**src/verilog/umode_checker_params.svh**
```systemverilog
`ifndef UMODE_CHECKER_PARAMS_SVH
`define UMODE_CHECKER_PARAMS_SVH

// Widths
`define UMC_XLEN       32
`define UMC_CNT_W      16
`define UMC_NUM_RULES  10

// Privilege modes, only U and M are implemented
`define UMC_MODE_U  2'b00
`define UMC_MODE_M  2'b11

// mstatus fields
`define UMC_MSTATUS_MPP   12:11
`define UMC_MSTATUS_SPP   8
`define UMC_MSTATUS_MPRV  17
`define UMC_MSTATUS_TW    21
`define UMC_MSTATUS_FS    14:13
`define UMC_MSTATUS_XS    16:15
`define UMC_MSTATUS_SD    31

// misa extension bits
`define UMC_MISA_U  20
`define UMC_MISA_S  18
`define UMC_MISA_N  13

`define UMC_MCOUNTEREN_CY  0

// Instruction encodings
`define UMC_OPC_SYSTEM    7'b1110011
`define UMC_INSN_MRET     32'h3020_0073
`define UMC_INSN_WFI      32'h1050_0073
`define UMC_INSN_URET     32'h0020_0073
`define UMC_CUSTOM0       32'h8C00_0073
`define UMC_CUSTOM1       32'hCC00_0073
`define UMC_CUSTOM_MASK   32'hFC00_707F

// CSR addresses
`define UMC_CSR_USTATUS   12'h000
`define UMC_CSR_UIE       12'h004
`define UMC_CSR_UTVEC     12'h005
`define UMC_CSR_USCRATCH  12'h040
`define UMC_CSR_UEPC      12'h041
`define UMC_CSR_UCAUSE    12'h042
`define UMC_CSR_UTVAL     12'h043
`define UMC_CSR_UIP       12'h044
`define UMC_CSR_CYCLE     12'hC00
`define UMC_CSR_MEDELEG   12'h302
`define UMC_CSR_MIDELEG   12'h303

// Exception causes
`define UMC_EXC_INSTR_FAULT      6'd1
`define UMC_EXC_ILLEGAL_INSN     6'd2
`define UMC_EXC_INSTR_BUS_FAULT  6'd24

`endif
```
**src/verilog/umode_checker_pkg.sv**
```systemverilog
`include "umode_checker_params.svh"

package umode_checker_pkg;

  typedef logic [1:0] mode_t;

  typedef struct packed {
    logic       valid;
    logic       exception;
    logic [5:0] cause;
  } trap_t;

  // One instruction word, seen as a CSR access or as a plain SYSTEM encoding
  typedef union packed {
    struct packed {
      logic [11:0] csr;
      logic [4:0]  rs1;
      logic [2:0]  funct3;
      logic [4:0]  rd;
      logic [6:0]  opcode;
    } csr_fmt;
    struct packed {
      logic [6:0] funct7;
      logic [4:0] rs2;
      logic [4:0] rs1;
      logic [2:0] funct3;
      logic [4:0] rd;
      logic [6:0] opcode;
    } sys_fmt;
  } insn_u;

  // One retirement record from the core trace
  typedef struct packed {
    logic                 valid;
    mode_t                mode;
    insn_u                insn;
    trap_t                trap;
    logic [`UMC_XLEN-1:0] pc;
    logic [`UMC_XLEN-1:0] misa;
    logic [`UMC_XLEN-1:0] mstatus_rdata;
    logic [`UMC_XLEN-1:0] mstatus_wdata;
    logic [`UMC_XLEN-1:0] mstatus_wmask;
    logic [`UMC_XLEN-1:0] mcounteren_rdata;
    logic [`UMC_XLEN-1:0] mscratch_wmask;
  } retire_t;

  typedef enum logic [3:0] {
    RULE_MISA,
    RULE_MODE,
    RULE_STATUS,
    RULE_MSCRATCH,
    RULE_ILLEGAL,
    RULE_WFI_OK,
    RULE_TRAP_MMODE,
    RULE_MRET_MODE,
    RULE_MRET_STATE,
    RULE_REFETCH
  } rule_e;

  typedef logic [`UMC_NUM_RULES-1:0] rule_vec_t;
  typedef logic [`UMC_CNT_W-1:0]     count_t;

  // Classified record, decode to execute
  typedef struct packed {
    logic  valid;
    mode_t mode;
    logic  trapped;
    logic  illegal_trapped;
    logic  must_be_illegal;
    logic  wfi_free;
    logic  is_mret;
    mode_t mpp;
    mode_t post_mpp;
    logic  post_mprv;
    logic  misa_ok;
    logic  status_ok;
    logic  mscratch_written;
    logic  refetched;
  } decoded_t;

  typedef struct packed {
    logic      valid;
    rule_vec_t rules;
  } verdict_t;

endpackage

```
**src/verilog/umode_decode.sv**
```systemverilog
`timescale 1ns/1ps
`include "umode_checker_params.svh"

module umode_decode (
  input  logic                       clk_i,
  input  logic                       rst_ni,
  input  umode_checker_pkg::retire_t retire,
  input  logic                       fetch_valid,
  input  logic [`UMC_XLEN-1:0]       fetch_addr,
  output umode_checker_pkg::decoded_t decoded
);

  import umode_checker_pkg::*;

  logic                 has_fetched;
  logic [`UMC_XLEN-1:0] first_fetch_addr;

  insn_u                insn;
  logic [31:0]          insn_word;
  logic [11:0]          csr_addr;
  logic [`UMC_XLEN-1:0] mstatus_post;
  logic                 revoked;
  logic                 classify;
  logic                 is_priv;
  logic                 is_csr;
  logic                 is_mret;
  logic                 is_wfi;
  logic                 is_uret;
  logic                 is_custom;
  logic                 in_umode;
  logic                 tw;
  logic                 illegal_list;
  decoded_t             decoded_d;

  // Fetch window since the last valid record
  // A fetch together with a record opens the next window
  always_ff @(posedge clk_i) begin
    if (!rst_ni) begin
      has_fetched <= 1'b0;
    end else if (retire.valid) begin
      has_fetched <= fetch_valid;
    end else if (fetch_valid) begin
      has_fetched <= 1'b1;
    end
  end

  always_ff @(posedge clk_i) begin
    if (fetch_valid && (retire.valid || !has_fetched)) begin
      first_fetch_addr <= fetch_addr;
    end
  end

  assign insn      = retire.insn;
  assign insn_word = retire.insn;
  assign csr_addr  = insn.csr_fmt.csr;
  assign in_umode  = (retire.mode == `UMC_MODE_U);
  assign tw        = retire.mstatus_rdata[`UMC_MSTATUS_TW];

  // Fetch faults mean the instruction never really executed
  assign revoked  = retire.trap.valid && retire.trap.exception &&
                    (retire.trap.cause inside {`UMC_EXC_INSTR_FAULT, `UMC_EXC_INSTR_BUS_FAULT});
  assign classify = retire.valid && !revoked;

  assign is_priv   = classify && (insn.sys_fmt.opcode == `UMC_OPC_SYSTEM) &&
                     (insn.sys_fmt.funct3 == 3'b000);
  assign is_mret   = is_priv && (insn_word == `UMC_INSN_MRET);
  assign is_wfi    = is_priv && (insn_word == `UMC_INSN_WFI);
  assign is_uret   = is_priv && (insn_word == `UMC_INSN_URET);
  assign is_custom = is_priv && (((insn_word & `UMC_CUSTOM_MASK) == `UMC_CUSTOM0) ||
                                 ((insn_word & `UMC_CUSTOM_MASK) == `UMC_CUSTOM1));
  assign is_csr    = classify && (insn.csr_fmt.opcode == `UMC_OPC_SYSTEM) &&
                     (insn.csr_fmt.funct3 inside {3'd1, 3'd2, 3'd3, 3'd5, 3'd6, 3'd7});

  // Everything the core has to reject as an illegal instruction
  assign illegal_list =
      is_custom || is_uret ||
      (is_mret && in_umode) ||
      (is_wfi && in_umode && tw) ||
      (is_csr && in_umode && (csr_addr[9:8] != `UMC_MODE_U)) ||
      (is_csr && (csr_addr inside {`UMC_CSR_USTATUS, `UMC_CSR_UIE, `UMC_CSR_UTVEC,
                                   `UMC_CSR_USCRATCH, `UMC_CSR_UEPC, `UMC_CSR_UCAUSE,
                                   `UMC_CSR_UTVAL, `UMC_CSR_UIP})) ||
      (is_csr && (csr_addr inside {`UMC_CSR_MEDELEG, `UMC_CSR_MIDELEG})) ||
      (is_csr && (csr_addr == `UMC_CSR_CYCLE) && in_umode &&
       !retire.mcounteren_rdata[`UMC_MCOUNTEREN_CY]);

  // mstatus as it stands after this retirement
  assign mstatus_post = (retire.mstatus_wdata & retire.mstatus_wmask) |
                        (retire.mstatus_rdata & ~retire.mstatus_wmask);

  always_comb begin
    decoded_d                  = '0;
    decoded_d.valid            = retire.valid;
    decoded_d.mode             = retire.mode;
    decoded_d.trapped          = retire.trap.valid;
    decoded_d.illegal_trapped  = retire.trap.valid && retire.trap.exception &&
                                 (retire.trap.cause == `UMC_EXC_ILLEGAL_INSN);
    decoded_d.must_be_illegal  = illegal_list;
    decoded_d.wfi_free         = is_wfi && in_umode && !tw;
    decoded_d.is_mret          = is_mret;
    decoded_d.mpp              = retire.mstatus_rdata[`UMC_MSTATUS_MPP];
    decoded_d.post_mpp         = mstatus_post[`UMC_MSTATUS_MPP];
    decoded_d.post_mprv        = mstatus_post[`UMC_MSTATUS_MPRV];
    decoded_d.misa_ok          = retire.misa[`UMC_MISA_U] && !retire.misa[`UMC_MISA_S] &&
                                 !retire.misa[`UMC_MISA_N];
    decoded_d.status_ok        =
        (retire.mstatus_rdata[`UMC_MSTATUS_MPP] inside {`UMC_MODE_U, `UMC_MODE_M}) &&
        !retire.mstatus_rdata[`UMC_MSTATUS_SPP] &&
        (retire.mstatus_rdata[`UMC_MSTATUS_XS] == 2'b00) &&
        (retire.mstatus_rdata[`UMC_MSTATUS_FS] == 2'b00) &&
        !retire.mstatus_rdata[`UMC_MSTATUS_SD];
    decoded_d.mscratch_written = |retire.mscratch_wmask;
    // Window state before this edge belongs to this record
    decoded_d.refetched        = has_fetched && (first_fetch_addr == retire.pc);
  end

  always_ff @(posedge clk_i) begin
    if (!rst_ni) begin
      decoded <= '0;
    end else begin
      decoded <= decoded_d;
    end
  end

endmodule

```
**config.mk**
```make
export PLATFORM = sky130hd
export DESIGN_NAME = umode_decode
export DESIGN_NICKNAME = d
export VERILOG_FILES = /design/src/verilog/umode_checker_pkg.sv /design/src/verilog/umode_decode.sv
export VERILOG_INCLUDE_DIRS = /design/src /design/src/verilog
export SDC_FILE = /design/constraint.sdc
export NUM_CORES = 1
export LEC_CHECK = 0
export BUFFER_PORTS_ARGS = -buffer_cell sky130_fd_sc_hd__buf_2
export CORE_AREA = 5 5 122 124
export CTS_CLUSTER_SIZE = 8
export DETAILED_ROUTE_END_ITERATION = 8
export DIE_AREA = 0 0 127 129
export MAX_ROUTING_LAYER = met4
export SYNTH_ARGS = -nofsm -noshare
export SYNTH_HDL_FRONTEND = slang
export SYNTH_SLANG_ARGS = --single-unit
```
**constraint.sdc**
```tcl
create_clock -name clk_i -period 5.24 [get_ports clk_i]
set_input_delay 0.786 -clock clk_i [delete_from_list [all_inputs] [get_ports clk_i]]
set_output_delay 0.786 -clock clk_i [all_outputs]
set_load 0.01 [all_outputs]
```
==> reports/metrics.yaml <==
outcome:
  status: "complete, no violations"
global_route:
  grt_pass1_wl_um: 11100
  grt_use_met1_pct: 10.1
  grt_overflow: 0
  gr-usage-met2_pct: 15.0
  maximum_number_of_pins_on_one_net_before_global_route_repair: 33
  first_global_vias: 2329
  grtUsageMet3_pct: 4.03
  grt_antenna_before_repair: 3
  grt_use_total_pct: 9.19
  globalRoute.busiestLayer: "met2"
yosys:
  syn-mean-instance-area_um2: 12.5
  ys_types: 33
  number_of_storage_elements_in_the_synthesis_netlist: 50
  post_synthesis_sequential_area_ratio_pct: 59.6
  syn_nets: 479
  ys.warnings.count: 0
  syn-cell-area_um2: 2220
  synth_ff_type: "sky130_fd_sc_hd__edfxtp_1"
  synth-edff-count: 32
  post_synthesis_cells: 177
  asyncSetResetFlopFracSynth_pct: 0
die:
  io_pins: 319
  core_region_area_um2: 13700
  dieHeight_um: 129
  die_x_um: 127
  design.die.area_um2: 16400
  placement_rows: 43
  start_util_pct: 16.2
setup_path:
  cp.required_ps: 5450
  path_class: "input pin to flip-flop"
  r2r_start: "first_fetch_addr[23]"
  worst_path_cell_chain: "buf_2 -> xor2_1 -> nor4_1 -> nand4_1 -> or4_1 -> nor4_2"
  cp-startpoint: "retire[215]"
  startpoint_type: "input pin"
  critical_path_peak_fanout: 1
  critPathCaptureType: "flip-flop"
  critical_path_arrival_ps: 2270
  max_stage_delay_ps: 580
  cpMaxStageDelayCell: "sky130_fd_sc_hd__or4_1"
sta:
  finalCritPeriodShare_pct: 39.5
  worst-slew-pin-transition_ps: 922
  rsz0062_at_grt: "no"
  setup-violations-final: 0
  finClkSkew_ps: 5.13
  sum_of_negative_setup_slack_ps: 0
  fmaxAchievable_mhz: 484
  report.final.hold_viol_count: 0
  max-slew-margin-rel_pct: 38.4
  drv_slew: 0
  postLayoutSetupSlackWorst_ps: 3170
  period_needed_ps: 2070
layout:
  post_layout_nonfiller_instances: 545
  most-common-layout-cells: "sky130_fd_sc_hd__buf_2, sky130_fd_sc_hd__edfxtp_1, sky130_fd_sc_hd__xor2_1"
  number_of_nets_in_the_layout: 663
  post_route_cells_drive_above_1_share_pct: 52.5
  mostFrequentLayoutCell: "sky130_fd_sc_hd__buf_2"
  synthToLayoutAreaGrowth_pct: 57.2
placement:
  dp_slack_ps: 2770
  port_buffers: 178
  post-place-cells: 534
  place.gp.congestion: 0.863
  dpl.hpwl_um: 6320
clocking:
  cts_hold_buffers: 0
  clkLatencyLatePin_ps: 290
  cts_made_buffers: 5
  post_cts_setup_buffers: 0
  cts_buffer_depth: 2
  buffer_cell_driving_the_clock_tree_root: "sky130_fd_sc_hd__clkbuf_16"
  tritoncts_clock_tree: "yes"
  cts.sinks: 50
  htree_levels: 2
  cts_resized: 0
  clk_pin_slew_worst_paths_ps: 60
drt:
  drc_errors: 0
  first_iter_violations: 65
  dr_total_vias: 2125
  wl_per_cell_um: 13.6
  wl_um: 7410
  drtPass1Iterations: 4
  vias_per_cell: 3.90
  ant_nets: 0
worst_hold_path:
  hold_path.class: "flip-flop to flip-flop"
  min_from: "first_fetch_addr[5]"
flow_run:
  maxCapViolations: 0
power_and_ir_drop:
  power_per_cell_area_nw_per_um2: 256
  static-leakage-power_nw: 1.51
  internal_power_mw: 0.686
  power.share.sequential_pct: 50.4
  power_frac_clock_pct: 35.6
  power.share.switching_pct: 23.1
  irDropWorstVdd_uv: 105
  power_frac_comb_pct: 14.0
  switching_power_summed_over_all_nets_mw: 0.206
worst max-delay path, delay by kind of cell:
family / cells / cell delay (ps)
XOR/XNOR: 1 / 160
buffers and inverters: 1 / 100
AND/OR/NAND/NOR: 4 / 1230
state kept, by name, indices dropped and copies added, names as in the netlist:
| register | flops |
|---|---|
| has_fetched | 1 |
| first_fetch_addr | 32 |
| decoded | 17 |
cells by family (layout without fill, tap and decap cells):
| logic type | Yosys count | in the layout | synth area share (%) |
|---|---|---|---|
| simple gates | 74 | 74 | 21.4 |
| flops | 50 | 50 | 59.6 |
| xor+xnor | 33 | 33 | 13.0 |
| compound gates | 13 | 13 | 3.95 |
| buf+inv | 4 | 189 | 0.677 |
| mux | 3 | 3 | 1.35 |
| other cells | 0 | 3 | 0 |
power groups by stage:
stage	Clock, mW	Sequential (mW)	Combinational, mW
global route	0.349	0.452	0.140
floorplan	0	0.460	0.0425
detailed placement	0	0.459	0.127
CTS	0.336	0.450	0.128
finish	0.317	0.450	0.125
global placement	0	0.459	0.122
synth_stat cells (all sizes together) (3+ instances only):
cell	count	area [µm²]
edfxtp	32	961
nand2	6	22.5
nand4b	3	26.3
xor2	23	201
inv	3	11.3
and2	7	43.8
dfxtp	18	360
nand4	9	71.3
xnor2	10	87.6
a21oi	4	20.0
nor2b	6	37.5
nor4	18	119
mux2i	3	30.0
nor3	3	15.0
nor2	10	37.5
per-stage QoR:
stage	util (%)	cell area [µm²]	power [mW]	hold slack [ps]
2_1_floorplan	-	2220	0.502	526
3_3_place_gp	24.4	3340	0.581	608
5_1_grt	25.5	3490	0.941	628
6_report	25.5	3490	0.892	614
3_5_place_dp	24.4	3340	0.586	609
4_1_cts	25.5	3480	0.915	618
layout make-up:
cell class | count | area (µm²)
Tap cell | 180 | 225
Clock buffer | 5 | 125
Sequential cell | 50 | 1320
Timing Repair Buffer | 178 | 891
Multi-Input combinational cell | 123 | 890
Fill cell | 1481 | 10200
Antenna cell | 3 | 7.51
Clock inverter | 3 | 16.3
Inverter | 3 | 11.3
final timing paths:
| kind | endpoint | slack [ps] | cells after the start |
|---|---|---|---|
| max | decoded[0] | 3170 | 6 |
| min | decoded[0] | 610 | 2 |
| max reg2reg | decoded[0] | 3390 | 5 |
| min reg2reg | decoded[0] | 610 | 2 |
routing by layer:
layer  routed length (µm)  part of all wire (%)
met5                    0                     0
met3                  880                    12
met1                 3010                    41
met4                  131                   1.8
met2                 3390                    46
Note: power is estimated with default switching activity, not from simulation.
